===== src/verilog/daq_pkg.sv =====
package daq_pkg;

  //////////////////////////////
  // Serial timing
  //////////////////////////////

  // ASIC word width, LSB first on the pin
  localparam int BITS_PER_WORD = 16;
  // System clocks per serial bit
  localparam int CLKS_PER_BIT = 8;
  // Slow count where the bit is stable
  localparam int SAMPLE_PHASE = 3;

  // Trailer status bits
  localparam int STATUS_OVERFLOW = 0;
  localparam int STATUS_PARTIAL = 1;

  //////////////////////////////
  // Link word
  //////////////////////////////

  typedef enum logic [1:0] {
    KIND_HEADER  = 2'd0,
    KIND_DATA    = 2'd1,
    KIND_TRAILER = 2'd2
  } word_kind_t;

  // Header: chip id + sequence number
  // Trailer: status + data word count
  typedef struct packed {
    logic [7:0] tag;
    logic [7:0] count;
  } frame_info_t;

  // Same 16 bits, hit data or frame info
  typedef union packed {
    logic [15:0] raw;
    frame_info_t info;
  } link_body_u;

  typedef struct packed {
    word_kind_t kind;
    link_body_u body;
  } link_word_t;

  // Control to framer
  typedef enum logic [1:0] {
    CMD_NONE    = 2'd0,
    CMD_HEADER  = 2'd1,
    CMD_DATA    = 2'd2,
    CMD_TRAILER = 2'd3
  } framer_cmd_t;

endpackage

===== src/verilog/daq_readout_top.sv =====
`timescale 1ns/1ps

module daq_readout_top #(
  parameter int FIFO_DEPTH   = 8,
  parameter int LINK_CREDITS = 4
) (
  input  logic                Clk,
  input  logic                reset_n,
  input  logic                dout,
  input  logic                transmit_n,
  input  logic                start,
  input  logic [7:0]          chip_id,
  input  logic                link_credit,
  output logic                link_valid,
  output daq_pkg::link_word_t link_word,
  output logic                busy
);

  import daq_pkg::*;

  // Deserializer side
  logic        word_valid;
  logic [15:0] word_data;
  logic        xmit_active;
  logic        partial_end;

  // FIFO side
  logic [15:0] fifo_data;
  logic        fifo_empty;
  logic        fifo_pop;
  logic        overflow;
  logic        clear_overflow;

  // Control to framer
  framer_cmd_t framer_cmd;
  frame_info_t frame_info;
  logic        xfer_end;
  logic        cmd_done;
  logic [7:0]  sent_count;

  ram_readout u_ram_readout (
    .Clk         (Clk),
    .reset_n     (reset_n),
    .dout        (dout),
    .transmit_n  (transmit_n),
    .word_valid  (word_valid),
    .xmit_active (xmit_active),
    .partial_end (partial_end),
    .word_data   (word_data)
  );

  word_fifo #(
    .FIFO_DEPTH (FIFO_DEPTH)
  ) u_word_fifo (
    .Clk            (Clk),
    .reset_n        (reset_n),
    .push           (word_valid),
    .pop            (fifo_pop),
    .clear_overflow (clear_overflow),
    .push_data      (word_data),
    .fifo_data      (fifo_data),
    .fifo_empty     (fifo_empty),
    .overflow       (overflow)
  );

  event_framer #(
    .LINK_CREDITS (LINK_CREDITS)
  ) u_event_framer (
    .Clk         (Clk),
    .reset_n     (reset_n),
    .link_credit (link_credit),
    .framer_cmd  (framer_cmd),
    .frame_info  (frame_info),
    .xfer_end    (xfer_end),
    .fifo_empty  (fifo_empty),
    .fifo_data   (fifo_data),
    .fifo_pop    (fifo_pop),
    .cmd_done    (cmd_done),
    .link_valid  (link_valid),
    .link_word   (link_word),
    .sent_count  (sent_count)
  );

  readout_ctrl u_readout_ctrl (
    .Clk            (Clk),
    .reset_n        (reset_n),
    .start          (start),
    .chip_id        (chip_id),
    .xmit_active    (xmit_active),
    .partial_end    (partial_end),
    .overflow       (overflow),
    .cmd_done       (cmd_done),
    .sent_count     (sent_count),
    .framer_cmd     (framer_cmd),
    .frame_info     (frame_info),
    .xfer_end       (xfer_end),
    .clear_overflow (clear_overflow),
    .busy           (busy)
  );

endmodule


===== src/verilog/readout_ctrl.sv =====
`timescale 1ns/1ps

module readout_ctrl (
  input  logic                 Clk,
  input  logic                 reset_n,
  input  logic                 start,
  input  logic [7:0]           chip_id,
  input  logic                 xmit_active,
  input  logic                 partial_end,
  input  logic                 overflow,
  input  logic                 cmd_done,
  input  logic [7:0]           sent_count,
  output daq_pkg::framer_cmd_t framer_cmd,
  output daq_pkg::frame_info_t frame_info,
  output logic                 xfer_end,
  output logic                 clear_overflow,
  output logic                 busy
);

  import daq_pkg::*;

  typedef enum logic [1:0] {
    ST_IDLE,
    ST_HEADER,
    ST_DATA,
    ST_TRAILER
  } state_t;

  state_t     state;
  logic [7:0] chip_q;
  logic [7:0] seq_num;
  logic       xmit_q;
  logic       partial_seen;
  logic       accept;

  assign busy   = (state != ST_IDLE);
  assign accept = (state == ST_IDLE) && start;

  //////////////////////////////
  // Event FSM
  //////////////////////////////

  // Each step waits for the framer
  always_ff @(posedge Clk or negedge reset_n) begin
    if (!reset_n) begin
      state <= ST_IDLE;
    end else begin
      case (state)
        ST_IDLE:    if (start) state <= ST_HEADER;
        ST_HEADER:  if (cmd_done) state <= ST_DATA;
        ST_DATA:    if (cmd_done) state <= ST_TRAILER;
        ST_TRAILER: if (cmd_done) state <= ST_IDLE;
        default:    state <= ST_IDLE;
      endcase
    end
  end

  // Chip latch and sequence number
  always_ff @(posedge Clk or negedge reset_n) begin
    if (!reset_n) begin
      chip_q  <= '0;
      seq_num <= '0;
    end else begin
      if (accept) begin
        chip_q <= chip_id;
      end
      // Next event gets the next number
      if (state == ST_TRAILER && cmd_done) begin
        seq_num <= seq_num + 1'b1;
      end
    end
  end

  // Transfer end and partial word tracking
  always_ff @(posedge Clk or negedge reset_n) begin
    if (!reset_n) begin
      xmit_q       <= 1'b0;
      partial_seen <= 1'b0;
      xfer_end     <= 1'b0;
    end else begin
      xmit_q <= xmit_active;
      if (accept) begin
        partial_seen <= 1'b0;
        xfer_end     <= 1'b0;
      end else if (busy) begin
        if (partial_end) begin
          partial_seen <= 1'b1;
        end
        // Falling edge of transmit
        if (xmit_q && !xmit_active) begin
          xfer_end <= 1'b1;
        end
      end
    end
  end

  //////////////////////////////
  // Framer command and info
  //////////////////////////////

  always_comb begin
    case (state)
      ST_HEADER:  framer_cmd = CMD_HEADER;
      ST_DATA:    framer_cmd = CMD_DATA;
      ST_TRAILER: framer_cmd = CMD_TRAILER;
      default:    framer_cmd = CMD_NONE;
    endcase
  end

  always_comb begin
    frame_info = '0;
    if (state == ST_TRAILER) begin
      frame_info.tag[STATUS_OVERFLOW] = overflow;
      frame_info.tag[STATUS_PARTIAL]  = partial_seen;
      frame_info.count                = sent_count;
    end else begin
      frame_info.tag   = chip_q;
      frame_info.count = seq_num;
    end
  end

  // Overflow dropped once the trailer has reported it
  assign clear_overflow = (state == ST_TRAILER) && cmd_done;

  // Start during an event never reopens the header
  a_start_ignored: assert property (
    @(posedge Clk) disable iff (!reset_n)
    start && busy && state != ST_HEADER |=> state != ST_HEADER
  ) else $error("start while busy restarted the event");

  c_start_busy: cover property (
    @(posedge Clk) disable iff (!reset_n) start && busy
  ) $warning("start while busy ignored");

endmodule


===== src/verilog/event_framer.sv =====
`timescale 1ns/1ps

module event_framer #(
  parameter int LINK_CREDITS = 4
) (
  input  logic                 Clk,
  input  logic                 reset_n,
  input  logic                 link_credit,
  input  daq_pkg::framer_cmd_t framer_cmd,
  input  daq_pkg::frame_info_t frame_info,
  input  logic                 xfer_end,
  input  logic                 fifo_empty,
  input  logic [15:0]          fifo_data,
  output logic                 fifo_pop,
  output logic                 cmd_done,
  output logic                 link_valid,
  output daq_pkg::link_word_t  link_word,
  output logic [7:0]           sent_count
);

  import daq_pkg::*;

  localparam int CRED_W = $clog2(LINK_CREDITS + 1);

  logic [CRED_W-1:0] credits;
  logic              have_credit;

  assign have_credit = (credits != '0);

  //////////////////////////////
  // Word select and send
  //////////////////////////////

  always_comb begin
    link_valid         = 1'b0;
    fifo_pop           = 1'b0;
    cmd_done           = 1'b0;
    // Raw view by default
    link_word.kind     = KIND_DATA;
    link_word.body.raw = fifo_data;
    case (framer_cmd)
      CMD_HEADER: begin
        link_word.kind      = KIND_HEADER;
        link_word.body.info = frame_info;
        link_valid          = have_credit;
        cmd_done            = have_credit;
      end
      CMD_DATA: begin
        // Pop and send in one cycle
        link_valid = have_credit && !fifo_empty;
        fifo_pop   = have_credit && !fifo_empty;
        // Drained and ASIC finished
        cmd_done   = fifo_empty && xfer_end;
      end
      CMD_TRAILER: begin
        link_word.kind      = KIND_TRAILER;
        link_word.body.info = frame_info;
        link_valid          = have_credit;
        cmd_done            = have_credit;
      end
      default: begin
      end
    endcase
  end

  // Credit counter where a return and a spend together cancel
  always_ff @(posedge Clk or negedge reset_n) begin
    if (!reset_n) begin
      credits <= CRED_W'(LINK_CREDITS);
    end else if (link_credit && !link_valid) begin
      credits <= credits + 1'b1;
    end else if (link_valid && !link_credit) begin
      credits <= credits - 1'b1;
    end
  end

  // Data word count of the current event cleared by the header
  always_ff @(posedge Clk or negedge reset_n) begin
    if (!reset_n) begin
      sent_count <= '0;
    end else if (link_valid && framer_cmd == CMD_HEADER) begin
      sent_count <= '0;
    end else if (link_valid && framer_cmd == CMD_DATA) begin
      sent_count <= sent_count + 1'b1;
    end
  end

  // Spending the last credit stops the link until one comes back
  a_send_needs_credit: assert property (
    @(posedge Clk) disable iff (!reset_n)
    link_valid && !link_credit && credits == CRED_W'(1) |=> !link_valid
  ) else $error("link_valid with no credit");

  // Consumer never returns more than it was given
  a_credit_bound: assert property (
    @(posedge Clk) disable iff (!reset_n) credits <= CRED_W'(LINK_CREDITS)
  ) else $error("credit count above LINK_CREDITS");

endmodule


===== src/verilog/word_fifo.sv =====
`timescale 1ns/1ps

module word_fifo #(
  parameter int FIFO_DEPTH = 8
) (
  input  logic        Clk,
  input  logic        reset_n,
  input  logic        push,
  input  logic        pop,
  input  logic        clear_overflow,
  input  logic [15:0] push_data,
  output logic [15:0] fifo_data,
  output logic        fifo_empty,
  output logic        overflow
);

  localparam int PTR_W = (FIFO_DEPTH > 1) ? $clog2(FIFO_DEPTH) : 1;
  localparam int CNT_W = $clog2(FIFO_DEPTH + 1);

  logic [15:0]      mem [FIFO_DEPTH];
  logic [PTR_W-1:0] wr_ptr;
  logic [PTR_W-1:0] rd_ptr;
  logic [CNT_W-1:0] count;
  logic             full;
  logic             do_push;
  logic             do_pop;

  assign full       = (count == CNT_W'(FIFO_DEPTH));
  assign fifo_empty = (count == '0);
  // Full push is lost, ASIC cannot wait
  assign do_push    = push && !full;
  assign do_pop     = pop && !fifo_empty;

  // Show-ahead read
  assign fifo_data = mem[rd_ptr];

  always_ff @(posedge Clk) begin
    if (do_push) begin
      mem[wr_ptr] <= push_data;
    end
  end

  //////////////////////////////
  // Pointers and occupancy
  //////////////////////////////

  always_ff @(posedge Clk or negedge reset_n) begin
    if (!reset_n) begin
      wr_ptr <= '0;
      rd_ptr <= '0;
      count  <= '0;
    end else begin
      if (do_push) begin
        wr_ptr <= (wr_ptr == PTR_W'(FIFO_DEPTH - 1)) ? '0 : wr_ptr + 1'b1;
      end
      if (do_pop) begin
        rd_ptr <= (rd_ptr == PTR_W'(FIFO_DEPTH - 1)) ? '0 : rd_ptr + 1'b1;
      end
      if (do_push && !do_pop) begin
        count <= count + 1'b1;
      end else if (do_pop && !do_push) begin
        count <= count - 1'b1;
      end
    end
  end

  // Sticky drop flag, new drop beats clear
  always_ff @(posedge Clk or negedge reset_n) begin
    if (!reset_n) begin
      overflow <= 1'b0;
    end else if (push && full) begin
      overflow <= 1'b1;
    end else if (clear_overflow) begin
      overflow <= 1'b0;
    end
  end

  // Framer must check empty before popping
  a_no_pop_empty: assert property (
    @(posedge Clk) disable iff (!reset_n) pop |-> !fifo_empty
  ) else $error("pop while FIFO empty");

endmodule


===== src/verilog/ram_readout.sv =====
`timescale 1ns/1ps

module ram_readout (
  input  logic        Clk,
  input  logic        reset_n,
  input  logic        dout,
  input  logic        transmit_n,
  output logic        word_valid,
  output logic        xmit_active,
  output logic        partial_end,
  output logic [15:0] word_data
);

  import daq_pkg::*;

  localparam int CNT_W = $clog2(CLKS_PER_BIT);
  localparam int IDX_W = $clog2(BITS_PER_WORD);

  logic             dout_q;
  logic             transmit_n_q;
  logic [CNT_W-1:0] slow_cnt;
  logic [IDX_W-1:0] bit_idx;
  logic             sample;
  logic             last_bit;
  logic [15:0]      word_buf;

  //////////////////////////////
  // Pin synchronizer
  //////////////////////////////

  // Both pins idle high
  always_ff @(posedge Clk or negedge reset_n) begin
    if (!reset_n) begin
      dout_q       <= 1'b1;
      transmit_n_q <= 1'b1;
    end else begin
      dout_q       <= dout;
      transmit_n_q <= transmit_n;
    end
  end

  assign xmit_active = !transmit_n_q;

  //////////////////////////////
  // Bit timing
  //////////////////////////////

  // Slow counter, restarts with each transmission
  always_ff @(posedge Clk or negedge reset_n) begin
    if (!reset_n) begin
      slow_cnt <= '0;
    end else if (!xmit_active) begin
      slow_cnt <= '0;
    end else if (slow_cnt == CNT_W'(CLKS_PER_BIT - 1)) begin
      slow_cnt <= '0;
    end else begin
      slow_cnt <= slow_cnt + 1'b1;
    end
  end

  // Mid-period sample point
  assign sample   = xmit_active && (slow_cnt == CNT_W'(SAMPLE_PHASE));
  assign last_bit = (bit_idx == IDX_W'(BITS_PER_WORD - 1));

  // Bit index and word strobe
  always_ff @(posedge Clk or negedge reset_n) begin
    if (!reset_n) begin
      bit_idx    <= '0;
      word_valid <= 1'b0;
    end else begin
      // One cycle after the last bit lands
      word_valid <= sample && last_bit;
      if (!xmit_active) begin
        bit_idx <= '0;
      end else if (sample) begin
        bit_idx <= last_bit ? '0 : bit_idx + 1'b1;
      end
    end
  end

  // Assembly buffer, pin is active low
  always_ff @(posedge Clk) begin
    if (sample) begin
      word_buf[bit_idx] <= !dout_q;
    end
  end

  assign word_data = word_buf;

  // Index still nonzero in first idle cycle means a half-built word
  assign partial_end = !xmit_active && (bit_idx != '0);

  // Completed words are at least one bit period apart
  a_word_valid_pulse: assert property (
    @(posedge Clk) disable iff (!reset_n) word_valid |=> !word_valid
  ) else $error("word_valid high two cycles in a row");

endmodule


===== config.mk =====
export PLATFORM = sky130hd
export DESIGN_NAME = daq_readout_top
export DESIGN_NICKNAME = d
export VERILOG_FILES = /design/src/verilog/daq_pkg.sv /design/src/verilog/daq_readout_top.sv /design/src/verilog/readout_ctrl.sv /design/src/verilog/event_framer.sv /design/src/verilog/word_fifo.sv /design/src/verilog/ram_readout.sv
export SDC_FILE = /design/constraint.sdc
export NUM_CORES = 1
export LEC_CHECK = 0
export BUFFER_PORTS_ARGS = -buffer_cell sky130_fd_sc_hd__buf_2
export CAP_MARGIN = 20
export CORE_MARGIN = 3
export CORE_UTILIZATION = 55
export CTS_BUF_LIST = sky130_fd_sc_hd__clkbuf_16
export DETAILED_ROUTE_END_ITERATION = 8
export PLACE_DENSITY = 0.75
export SYNTH_ARGS = -nofsm -noshare
export SYNTH_HDL_FRONTEND = slang
export SYNTH_SLANG_ARGS = --single-unit

===== constraint.sdc =====
create_clock -name Clk -period 2.6 [get_ports Clk]
set_input_delay 0.39 -clock Clk [delete_from_list [all_inputs] [get_ports Clk]]
set_output_delay 0.39 -clock Clk [all_outputs]
set_load 0.02 [all_outputs]

# Word-level counts from Yosys, hierarchy flattened
# Memories as Yosys holds them, arrays and structs flattened.
# Cells that the tools add are included.
[word_totals] regBits=69 latchBits=0 ram_bits=128 mem_bits_ro=0 input_bits=14 output_inout_bits=20 memories=1
[classes] addsub=10 multipliers=0 div_mod_pow=0 n_lt_le_gt_ge=2 n_eq_ne=16 shifts=0 mux=38 bitwise_logic=0 reduce_logical=43
[memory_table] memory="u_word_fifo.mem" depth=8 word_bits=16 rd=1 rd_clocked_by_memory_dff=0 write_ports=1 line_no="word_fifo.sv:20" source="logic [15:0] mem [FIFO_DEPTH];"
[op_table] op="$pmux 18 s2" n=1
[op_table] op="$mux 4" n=5
[op_table] op="$logic_and 1x1->1" n=18
[op_table] op="$mux 3" n=6
[op_table] op="$reduce_bool 2->1" n=9
[op_table] op="$add 8x1->8 const B" n=2
[op_table] op="$bwmux 16" n=1
[op_table] op="$mux 8" n=2
[op_table] op="$add 3x1->3 const B" n=4
[op_table] op="$mux 1" n=12
[op_table] op="$mux 10" n=1
[op_table] op="$eq 3x3->1 const B" n=3
[op_table] op="$add 4x1->4 const B" n=2
[op_table] op="$eq 2x2->1 const B" n=4
[op_table] op="$eq 4x4->1 const B" n=2
[op_table] op="$logic_not 1->1" n=8
[op_table] op="$mux 2" n=4
[op_table] op="$pmux 2 s4" n=1
[op_table] op="$mux 6" n=1
[op_table] op="$ne 2x1->1 const B" n=3
[op_table] op="$pmux 2 s3" n=1
[op_table] op="$lt 4x5->1 const B" n=1
[op_table] op="$demux 1 s4" n=1
[op_table] op="$eq 2x1->1 const B" n=2
[op_table] op="other kinds (13)" n=15

# Logic depth before layout (Yosys ltp)
# Gate-level depths: netlist of run 1.
[logic_depth] word_depth=8 depth_mapped=12 depth_no_buf=12

# Cells and area by module
# A second synthesis of run 1 with hierarchy kept.
[hier_totals] cells_unflattened=519 hier_area_um2=8670.8
[by_module_without_submodules] mod="word_fifo" n_inst=1 cells_per_inst=255 area_each_um2=5624.1 seq_area_each_um2=4119.0
[by_module_without_submodules] mod="ram_readout" n_inst=1 cells_per_inst=87 area_each_um2=1102.3 seq_area_each_um2=733.2
[by_module_without_submodules] mod="readout_ctrl" n_inst=1 cells_per_inst=94 area_each_um2=1099.8 seq_area_each_um2=525.5
[by_module_without_submodules] mod="event_framer" n_inst=1 cells_per_inst=83 area_each_um2=844.6 seq_area_each_um2=276.5

# Worst setup path after synthesis of run 1
# Ideal clock, no wire load.
[synth_timing] path_type="register -> register" from="register u_word_fifo.count[0]" to="register u_word_fifo.count[3]" arrival_time_ns=2.546 slack_ns=-0.082 path_stages_with_launch=12 synth_period_minus_slack_ns=2.682 cell_sequence="dfrtp_1 -> or4_1 -> buf_2 -> nand2_1 -> nor2_1 -> inv_1 -> ha_1 -> inv_1 -> ha_1 -> a21o_1 -> a2111oi_0 -> o31ai_1"
[synth_between] elab_chain_len=8 elab_cells_between_ends=17 classes_between="add/sub: 2; eq/ne: 1; mux: 3; reduce/logical: 11"
[synth_rtl] item="start: declaration" line_no="word_fifo.sv:23" source="logic [CNT_W-1:0] count;"
[synth_rtl] item="start signal: assignment" line_no="word_fifo.sv:60" source="count <= count + 1'b1;"
[synth_rtl] item="start signal: assignment" line_no="word_fifo.sv:62" source="count <= count - 1'b1;"
[synth_rtl] item="$logic_not 4->1" line_no="word_fifo.sv:29" source="assign fifo_empty = (count == '0);"
[synth_rtl] item="$logic_not 1->1" line_no="event_framer.sv:51, word_fifo.sv:32"
[synth_rtl] item="$logic_and 1x1->1" line_no="event_framer.sv:51" source="fifo_pop = have_credit && !fifo_empty;"
[synth_rtl] item="$mux 1" line_no="event_framer.sv:41" source="case (framer_cmd)"
[synth_rtl] item="$logic_and 1x1->1" line_no="word_fifo.sv:32" source="assign do_pop = pop && !fifo_empty;"
[synth_rtl] item="$logic_not 1->1" line_no="word_fifo.sv:59" source="if (do_push && !do_pop) begin"
[synth_rtl] item="$logic_and 1x1->1" line_no="word_fifo.sv:59"
[synth_rtl] item="$mux 4 or $reduce_bool 2->1 (tied branches)"
# Several ways; a longest one is shown, not always the timed one. The select of a mux whose other input is x is not followed.
# A chain may end at the register's enable or synchronous reset.

==> flow_summary.html, run 1 <==
<table>
<tr><th>Metric</th><th>Value</th></tr>
<tr><th colspan="2">Global route</th></tr>
<tr><td>Number of antenna violations at the first check in global routing</td><td>0</td></tr>
<tr><td>Total global routing overflow</td><td>0</td></tr>
<tr><td>Aggregate global-route resource usage</td><td>21.08%</td></tr>
<tr><td>Largest net degree at the start of global routing</td><td>35</td></tr>
<tr><td>Number of global-route vias before repair</td><td>4715</td></tr>
<tr><td>Global-route wire length before repair</td><td>26.15 mm</td></tr>
<tr><th colspan="2">Critical path</th></tr>
<tr><td>Chain of cells forming the critical path</td><td>clkbuf_16 -&gt; mux4_2 -&gt; mux2_4 -&gt; mux2i_1 -&gt; o21ai_1 -&gt; buf_4</td></tr>
<tr><td>Cell with the largest stage delay on the worst path</td><td>mux4_2</td></tr>
<tr><td>Required time at the worst-slack endpoint</td><td>2.21 ns</td></tr>
<tr><td>Worst reg2reg setup slack</td><td>0.11 ns</td></tr>
<tr><td>Kind of critical path</td><td>flop to output pin</td></tr>
<tr><td>Crit. End Element</td><td>output pin</td></tr>
<tr><td>Crit-path max FO</td><td>8</td></tr>
<tr><td>Max stage delay on crit path</td><td>0.49 ns</td></tr>
<tr><td>Arr. time, crit path</td><td>2.32 ns</td></tr>
<tr><td>CP Launch Type</td><td>flop</td></tr>
<tr><th colspan="2">Clock network</th></tr>
<tr><td>Clock net sink count</td><td>197</td></tr>
<tr><td>Root buffer selected by CTS</td><td>clkbuf_16</td></tr>
<tr><td>CTS tree</td><td>built</td></tr>
<tr><td>H-tree Lvls</td><td>4</td></tr>
<tr><td>Worst-skew pair later-pin latency</td><td>0.43 ns</td></tr>
<tr><td>Longest Clk Path Bufs</td><td>2</td></tr>
<tr><td>Clock Pin Slew Worst Setup and Hold Paths</td><td>0.07 ns</td></tr>
<tr><td>Cts bufs inserted</td><td>17</td></tr>
<tr><th colspan="2">Finish</th></tr>
<tr><td>Net total in the final layout</td><td>625</td></tr>
<tr><td>End-of-flow core utilization</td><td>65.76%</td></tr>
<tr><td>Total non-filler cell area in the finished layout</td><td>9702 um2</td></tr>
<tr><td>Area delta synth-&gt;final</td><td>15.51%</td></tr>
<tr><td>Share of final-layout standard cells stronger than drive strength 1</td><td>29.05%</td></tr>
<tr><td>Antenna cell count</td><td>0</td></tr>
<tr><th colspan="2">Outcome</th></tr>
<tr><td>Violations in the final reports</td><td>negative setup slack</td></tr>
<tr><td>Outcome</td><td>finished, violations left</td></tr>
<tr><th colspan="2">Power</th></tr>
<tr><td>Leakage</td><td>3.615 nW</td></tr>
<tr><td>Total power per unit cell area</td><td>807.3 nW/um2</td></tr>
<tr><td>IR drop worst, VDD</td><td>0.5712 mV</td></tr>
<tr><td>Overall power consumption</td><td>7.833 mW</td></tr>
<tr><th colspan="2">Die</th></tr>
<tr><td>Floorplan die height</td><td>129.6 um</td></tr>
<tr><td>Die ar.</td><td>16790 um2</td></tr>
<tr><td>Effective utilization at floorplan</td><td>56.93%</td></tr>
<tr><td>Core region area</td><td>14750 um2</td></tr>
<tr><td>Die width</td><td>129.6 um</td></tr>
<tr><td>Number of top-level pins</td><td>34</td></tr>
<tr><td>Count of standard-cell rows</td><td>44</td></tr>
<tr><th colspan="2">Drt</th></tr>
<tr><td>Number of design rule violations left after detail routing</td><td>0</td></tr>
<tr><td>Routed wire per std cell</td><td>21.10 um</td></tr>
<tr><td>Antenna viol nets, final</td><td>0</td></tr>
<tr><td>Via/cell ratio</td><td>6.004</td></tr>
<tr><td>Post-detailed-routing wire length</td><td>16.52 mm</td></tr>
<tr><td>Total via count after detailed routing</td><td>4701</td></tr>
<tr><td>Number of detailed-route iterations in the first pass</td><td>6</td></tr>
<tr><td>Number of design-rule violations left by the first detailed-router iteration</td><td>454</td></tr>
<tr><th colspan="2">Yosys</th></tr>
<tr><td>Number of flops mapped to enable cells by yosys</td><td>144</td></tr>
<tr><td>Share of the synthesized area in the top cell type</td><td>51.48%</td></tr>
<tr><td>Warning count from the yosys run</td><td>0</td></tr>
<tr><td>Mapped Nets</td><td>558</td></tr>
<tr><td>Most instantiated flip-flop cell in the synthesis netlist</td><td>edfxtp_1</td></tr>
<tr><td>Post-synth top area cell</td><td>edfxtp_1</td></tr>
<tr><td>Number of library cell types mapped by synthesis</td><td>52</td></tr>
<tr><td>Largest cells by area after synthesis</td><td>edfxtp_1 51%, dfrtp_1 15%, mux4_2 8.6%</td></tr>
<tr><td>Count of state elements after synthesis</td><td>197</td></tr>
<tr><td>Post-synthesis cell area</td><td>8399 um2</td></tr>
<tr><td>Synthesized area per cell</td><td>16.18 um2</td></tr>
<tr><td>Synthesized instance count</td><td>519</td></tr>
<tr><td>Dominant cell by count in the synthesized netlist</td><td>edfxtp_1</td></tr>
<tr><td>Ranking of synthesized cells by instance count</td><td>144 x edfxtp_1, 50 x dfrtp_1, 32 x mux4_2, 30 x nand2_1, 29 x nor2_1</td></tr>
<tr><td>Seq/Total Area, Yosys</td><td>67.32%</td></tr>
<tr><td>Async SR Flop Fraction</td><td>26.90%</td></tr>
<tr><th colspan="2">Timing</th></tr>
<tr><td>Clk_skew</td><td>0.006743 ns</td></tr>
<tr><td>Count of final max-slew check failures</td><td>0</td></tr>
<tr><td>Final clock period utilization by the worst path</td><td>104.4%</td></tr>
<tr><td>Actual transition at the worst max-transition pin</td><td>0.6449 ns</td></tr>
<tr><td>Highest attainable clock frequency</td><td>368.4 MHz</td></tr>
<tr><td>Final setup margin</td><td>-0.1144 ns</td></tr>
<tr><td>Worst rel slew slack</td><td>57.01%</td></tr>
<tr><td>Post-route setup TNS</td><td>-0.9196 ns</td></tr>
<tr><td>Smallest hold slack</td><td>0.05222 ns</td></tr>
<tr><td>Number of failing setup endpoints in the final timing report</td><td>10</td></tr>
<tr><td>Final hold violation count</td><td>0</td></tr>
<tr><td>Min cycle time layout</td><td>2.714 ns</td></tr>
<tr><td>RSZ-0062 raised after global routing</td><td>true</td></tr>
<tr><th colspan="2">Job</th></tr>
<tr><td>Number of max-capacitance violations reported</td><td>0</td></tr>
<tr><th colspan="2">Placement</th></tr>
<tr><td>Port buffer count</td><td>33</td></tr>
<tr><td>Final RePlAce weighted congestion</td><td>0.8116</td></tr>
<tr><td>Final HPWL DP</td><td>10.42 mm</td></tr>
<tr><td>Area post-placement</td><td>8962 um2</td></tr>
<tr><th colspan="2">Worst hold path</th></tr>
<tr><td>HP Class</td><td>primary input to flop</td></tr>
</table>
critical path, delay by kind of cell, from the launching register on:
kind	cells	cell delay, ns
AO/OA/AOI/OAI	1	0.09
buffers and inverters	2	0.37
flip-flops	1	0.47
multiplexers	3	0.96
kinds of logic after synthesis:
| logic type | synth area share (%) |
|---|---|
| AO/OA/AOI/OAI | 4.350 |
| buffers and inverters | 1.922 |
| multiplexers | 14.20 |
| flip-flops | 67.32 |
| AND/OR/NAND/NOR | 6.957 |
| adder cells (fa/ha/maj) | 3.903 |
| XOR/XNOR | 1.356 |
power by group:
group	switching [mW]	leakage, nW	internal [mW]	total, mW
registers	0.166	1.97	3.53	3.70
clock network	1.15	0.269	1.33	2.48
logic	0.970	1.37	0.688	1.66
cell type report:
class / count / area [um2]
Fill cell: 978 / 5052
Tap cell: 184 / 230.2
Inverter: 19 / 71.32
Timing Repair Buffer: 67 / 496.7
Multi-Input combinational cell: 284 / 2691
Clock inverter: 15 / 131.4
Sequential cell: 197 / 5655
Clock buffer: 17 / 425.4
metrics by stage:
stage / worst slack, ns / std cells
finish: -0.1144 / 783
global route: -0.2079 / 783
detailed placement: -0.002891 / 745
global placement: 0.1110 / 745
floorplan: 0.02029 / 519
CTS: -0.1747 / 782
final timing paths:
| kind | start | endpoint | cells after the start |
|---|---|---|---|
| max in group asynchronous | reset_n | u_event_framer.credits[2]$_DFFE_PN1P_ | 3 |
| setup / recovery | u_word_fifo.rd_ptr[1]$_DFFE_PN0P_ | link_word[5] | 6 |
| hold / removal | transmit_n | u_ram_readout.transmit_n_q$_DFF_PN1_ | 1 |
| setup reg to reg | u_word_fifo.count[2]$_DFFE_PN0P_ | u_word_fifo.count[3]$_DFFE_PN0P_ | 11 |
| min in group asynchronous | reset_n | u_event_framer.sent_count[6]$_DFFE_PN0P_ | 2 |
| hold reg to reg | u_ram_readout.slow_cnt[0]$_DFF_PN0_ | u_ram_readout.slow_cnt[0]$_DFF_PN0_ | 1 |
routing by layer:
metal / global-route usage, % / up-vias / part of all wire (%)
li1: - / 2114 / -
met1: 28.63 / 2404 / 42
met2: 34.30 / 167 / 51
met3: 5.111 / 16 / 6.3
met4: 6.357 / 0 / 1.1
met5: 0 / - / 0
repair_timing:
item	4_1_cts	5_1_grt
hold buffers	1	0
gates cloned	1	0
gates resized for setup	18	16
setup endpoints to repair	16	15
pin swaps	0	3
hold endpoints to repair	24	0
buffers inserted	4	1
layout by cell type (no fill, tap or decap), drive strengths merged, types with 2 or more instances in the layout:
cell      netlist  routed
a2111oi         2       2
a211oi          6       6
a21o            2       2
a21oi           3       3
a221o           3       3
a22o            3       3
a31oi           2       2
and2           14      14
and3            7       7
buf            11      65
clkbuf          8      18
clkinv          1       4
clkinvlp        0       4
dfrtp          50      50
dfstp           3       3
edfxtp        144     144
fa              2       2
ha             23      23
inv            18      25
mux2           25      25
mux2i          19      19
mux4           32      32
nand2          30      30
nand2b          6       6
nand3           2       2
nand4           6       6
nor2           29      29
nor2b           4       4
nor3           14      14
nor3b           2       2
o211ai          2       2
o21ai          15      15
o22ai           4       4
xnor2           9       9
xor2            4       4
flip-flops by register name (all words and copies together), names as in the netlist, 3 cells and up:
name,count
u_readout_ctrl.chip_q,8
u_ram_readout.bit_idx,4
u_readout_ctrl.seq_num,8
u_word_fifo.rd_ptr,3
u_ram_readout.word_data,16
u_event_framer.sent_count,8
u_word_fifo.mem,128
u_ram_readout.slow_cnt,3
u_word_fifo.count,4
u_event_framer.credits,3
u_word_fifo.wr_ptr,3
(Power assumes the default switching activity.)
==> run 2: changes to the inputs <==
- HOLD_SLACK_MARGIN: unset -> 0.12
==> run 2 against run 1 <==
  * The run still ends with negative setup slack left
  * Register-to-register slack about the same
  * First-iteration DRC count decreased by 13%
  * Utilization increased by 0.14 points
  * Total power about the same
  * Clock skew increased by 0.0021 ns
  * Largest cell class unchanged
  * Cell area increased by 0.21%
  * Clock power about the same
  * Die area unchanged
  * Cell count increased by 0.26%
  * Fmax increased by 0.24%
  * Via count unchanged
  * Non-clock buffer count increased by 2
==> flow_summary.html, run 2 (synthesis gave the netlist of run 1 again) <==
<table>
<tr><th>Metric</th><th>Value</th></tr>
<tr><th colspan="2">Outcome</th></tr>
<tr><td>Outcome</td><td>finished, violations left</td></tr>
<tr><td>Violations in the final reports</td><td>negative setup slack</td></tr>
<tr><th colspan="2">Critical path</th></tr>
<tr><td>Max stage delay on crit path</td><td>0.49 ns (about the same)</td></tr>
<tr><td>Worst reg2reg setup slack</td><td>0.11 ns (about the same)</td></tr>
<tr><td>Number of buffer and inverter stages on the critical path</td><td>2 (unchanged)</td></tr>
<tr><td>Number of cells on the worst reg-to-reg path</td><td>11 (unchanged)</td></tr>
<tr><td>Crit. End Element</td><td>output pin</td></tr>
<tr><td>Chain of cells forming the critical path</td><td>clkbuf_16 -&gt; mux4_2 -&gt; mux2_4 -&gt; mux2i_1 -&gt; o21ai_1 -&gt; buf_4</td></tr>
<tr><td>Cell with the largest stage delay on the worst path</td><td>mux4_2</td></tr>
<tr><td>Endpoint of the lowest-slack register-to-register path</td><td>u_word_fifo.count[3]$_DFFE_PN0P_</td></tr>
<tr><td>CP Launch Type</td><td>flop</td></tr>
<tr><td>Startpoint of the most critical register-to-register path</td><td>u_word_fifo.count[2]$_DFFE_PN0P_</td></tr>
<tr><td>Required time at the worst-slack endpoint</td><td>2.21 ns (about the same)</td></tr>
<tr><td>Cell class contributing the biggest share of worst-path delay</td><td>multiplexers</td></tr>
<tr><td>Kind of critical path</td><td>flop to output pin</td></tr>
<tr><td>Arr. time, crit path</td><td>2.32 ns (about the same)</td></tr>
<tr><td>Crit-path max FO</td><td>8 (unchanged)</td></tr>
<tr><th colspan="2">Finish</th></tr>
<tr><td>Final instance count without filler cells</td><td>785 (+0.26%)</td></tr>
<tr><td>Antenna cell count</td><td>0 (unchanged)</td></tr>
<tr><td>Number of fill cells in the layout</td><td>976 (-0.20%)</td></tr>
<tr><td>Most common cell after layout, fill and taps aside</td><td>edfxtp_1</td></tr>
<tr><td>Net total in the final layout</td><td>627 (+0.32%)</td></tr>
<tr><td>Footprint of the flip-flops and latches</td><td>5655 um2 (unchanged)</td></tr>
<tr><td>Share of final-layout standard cells stronger than drive strength 1</td><td>28.95% (-0.097 points)</td></tr>
<tr><td>Commonest cells after routing, fill and taps aside</td><td>144 x edfxtp_1, 49 x dfrtp_1, 32 x mux4_2</td></tr>
<tr><td>Multi-input gate area</td><td>2691 um2 (unchanged)</td></tr>
<tr><td>Register ranked first by flip-flop count</td><td>u_word_fifo.mem</td></tr>
<tr><td>Area delta synth-&gt;final</td><td>15.75%</td></tr>
<tr><td>Max FFs per register</td><td>128 (unchanged)</td></tr>
<tr><th colspan="2">Die</th></tr>
<tr><td>Count of standard-cell rows</td><td>44 (unchanged)</td></tr>
<tr><td>Floorplan die height</td><td>129.6 um (unchanged)</td></tr>
<tr><td>Number of top-level pins</td><td>34 (unchanged)</td></tr>
<tr><td>Effective utilization at floorplan</td><td>56.93% (unchanged)</td></tr>
<tr><td>Core region area</td><td>14750 um2 (unchanged)</td></tr>
<tr><td>Die ar.</td><td>16790 um2 (unchanged)</td></tr>
<tr><td>Die width</td><td>129.6 um (unchanged)</td></tr>
<tr><th colspan="2">Placement</th></tr>
<tr><td>Port buffer count</td><td>33 (unchanged)</td></tr>
<tr><td>Final RePlAce weighted congestion</td><td>0.8116 (unchanged)</td></tr>
<tr><td>Instance count after placement with tap cells included</td><td>745 (unchanged)</td></tr>
<tr><td>Final HPWL DP</td><td>10.42 mm (unchanged)</td></tr>
<tr><th colspan="2">Timing</th></tr>
<tr><td>Min cycle time layout</td><td>2.708 ns (-0.006368 ns)</td></tr>
<tr><td>Number of failing setup endpoints in the final timing report</td><td>10 (unchanged)</td></tr>
<tr><td>Worst rel slew slack</td><td>57.07% (+0.062 points)</td></tr>
<tr><td>Final clock period utilization by the worst path</td><td>104.2% (-0.24 points)</td></tr>
<tr><td>Count of final max-slew check failures</td><td>0 (unchanged)</td></tr>
<tr><td>Smallest hold slack</td><td>0.1934 ns (+0.1412 ns)</td></tr>
<tr><td>Final hold violation count</td><td>0 (unchanged)</td></tr>
<tr><td>Highest attainable clock frequency</td><td>369.3 MHz (+0.24%)</td></tr>
<tr><td>Actual transition at the worst max-transition pin</td><td>0.6439 ns (-0.0009373 ns)</td></tr>
<tr><td>Final setup margin</td><td>-0.1080 ns (+0.006368 ns)</td></tr>
<tr><td>RSZ-0062 raised after global routing</td><td>true</td></tr>
<tr><td>Clk_skew</td><td>0.008867 ns (+0.002124 ns)</td></tr>
<tr><td>Post-route setup TNS</td><td>-0.8739 ns (+0.04561 ns)</td></tr>
<tr><th colspan="2">Power</th></tr>
<tr><td>Net switching power figure</td><td>2.288 mW (+0.18%)</td></tr>
<tr><td>Internal power contribution</td><td>5.551 mW (about the same)</td></tr>
<tr><td>Leakage</td><td>3.623 nW (+0.23%)</td></tr>
<tr><td>Fraction of power spent switching nets</td><td>29.18% (about the same)</td></tr>
<tr><td>Logic gate share of total power</td><td>21.2% (about the same)</td></tr>
<tr><td>Overall power consumption</td><td>7.839 mW (about the same)</td></tr>
<tr><td>Power share of the clock group</td><td>31.6% (about the same)</td></tr>
<tr><td>Sequential fraction of design power</td><td>47.2% (about the same)</td></tr>
<tr><td>Total power per unit cell area</td><td>806.4 nW/um2 (-0.12%)</td></tr>
<tr><td>IR drop worst, VDD</td><td>0.5689 mV (-0.40%)</td></tr>
<tr><th colspan="2">Drt</th></tr>
<tr><td>Number of detailed-route iterations in the first pass</td><td>5 (-1)</td></tr>
<tr><td>Post-detailed-routing wire length</td><td>16.58 mm (+0.38%)</td></tr>
<tr><td>Total via count after detailed routing</td><td>4701 (unchanged)</td></tr>
<tr><td>Number of design rule violations left after detail routing</td><td>0 (unchanged)</td></tr>
<tr><td>Via/cell ratio</td><td>5.989 (-0.25%)</td></tr>
<tr><td>Antenna viol nets, final</td><td>0 (unchanged)</td></tr>
<tr><td>Routed wire per std cell</td><td>21.12 um (+0.12%)</td></tr>
<tr><td>Number of design-rule violations left by the first detailed-router iteration</td><td>397 (-13%)</td></tr>
<tr><th colspan="2">Worst hold path</th></tr>
<tr><td>Hold Path End</td><td>u_readout_ctrl.chip_q[4]$_DFFE_PN0P_</td></tr>
<tr><td>Number of cells on the worst hold path</td><td>2 (+1)</td></tr>
<tr><td>Startpoint of the lowest-slack hold path</td><td>chip_id[4]</td></tr>
<tr><td>HP Class</td><td>primary input to flop</td></tr>
<tr><th colspan="2">Clock network</th></tr>
<tr><td>CTS tree</td><td>built</td></tr>
<tr><td>H-tree Lvls</td><td>4 (unchanged)</td></tr>
<tr><td>Cts bufs inserted</td><td>17 (unchanged)</td></tr>
<tr><td>Clock net sink count</td><td>197 (unchanged)</td></tr>
<tr><td>Root buffer selected by CTS</td><td>clkbuf_16</td></tr>
<tr><td>Worst-skew pair later-pin latency</td><td>0.43 ns (about the same)</td></tr>
<tr><td>Longest Clk Path Bufs</td><td>2 (unchanged)</td></tr>
<tr><td>Clock Pin Slew Worst Setup and Hold Paths</td><td>0.07 ns (about the same)</td></tr>
<tr><th colspan="2">Job</th></tr>
<tr><td>Number of max-capacitance violations reported</td><td>0 (unchanged)</td></tr>
<tr><th colspan="2">Global route</th></tr>
<tr><td>Aggregate global-route resource usage</td><td>21.09% (about the same)</td></tr>
<tr><td>Largest net degree at the start of global routing</td><td>35 (unchanged)</td></tr>
<tr><td>Total global routing overflow</td><td>0 (unchanged)</td></tr>
<tr><td>Number of antenna violations at the first check in global routing</td><td>0 (unchanged)</td></tr>
<tr><td>Number of global-route vias before repair</td><td>4721 (+0.13%)</td></tr>
<tr><td>Global-route wire length before repair</td><td>26.16 mm (about the same)</td></tr>
</table>
## run 2: worst max path at each step
stage                                      start                               end  slack, ns  cells past startpoint
2_1_floorplan   u_word_fifo.count[1]$_DFFE_PN0P_  u_word_fifo.count[3]$_DFFE_PN0P_       0.02                     11
3_3_place_gp    u_word_fifo.count[2]$_DFFE_PN0P_  u_word_fifo.count[3]$_DFFE_PN0P_       0.11                     10
3_5_place_dp    u_word_fifo.count[2]$_DFFE_PN0P_  u_word_fifo.count[3]$_DFFE_PN0P_     -0.003                     10
4_1_cts        u_word_fifo.rd_ptr[1]$_DFFE_PN0P_                      link_word[2]      -0.17                      6
5_1_grt        u_word_fifo.rd_ptr[1]$_DFFE_PN0P_                      link_word[1]      -0.21                      6
6_report       u_word_fifo.rd_ptr[1]$_DFFE_PN0P_                      link_word[5]      -0.11                      6
## run 2: power groups by stage
stage	clock (mW)	sequential, mW	combinational (mW)
2_1_floorplan	0	3.71	1.15
3_3_place_gp	0	3.75	1.57
3_5_place_dp	0	3.75	1.62
4_1_cts	2.53	3.69	1.66
5_1_grt	2.66	3.72	1.82
6_report	2.48	3.70	1.66
## run 2: per-stage QoR
step	cell area (um2)	worst slack, ns	util, %
floorplan	8418	0.02029	-
global placement	8962	0.1110	60.74
detailed placement	8962	-0.002891	60.74
CTS	9651	-0.1747	65.41
global route	9722	-0.2079	65.89
finish	9722	-0.1080	65.89
## run 2: area by class of cell
class | instances | share of cell area (%)
repair buffers | 69 | 5.315
well taps | 184 | 2.368
clock buffers | 17 | 4.376
multi-input cells | 284 | 27.68
flip-flops and latches | 197 | 58.17
clock inverters | 15 | 1.351
inverters | 19 | 0.7336
## run 2: timing repair
action / CTS / global route
pin swaps: 0 / 3
setup endpoints to repair: 16 / 15
setup buffers: 4 / 1
resized for setup: 18 / 16
gates cloned: 1 / 0
hold endpoints to repair: 26 / 0
hold buffers: 3 / 0
## run 2: layer usage
layer | part of all wire [%] | vias up | global-route usage [%]
met5 | 0 | - | 0
met4 | 1.0 | 0 | 6.357
met3 | 5.4 | 14 | 5.111
met2 | 51 | 156 | 34.33
met1 | 43 | 2406 | 28.63
li1 | - | 2125 | -
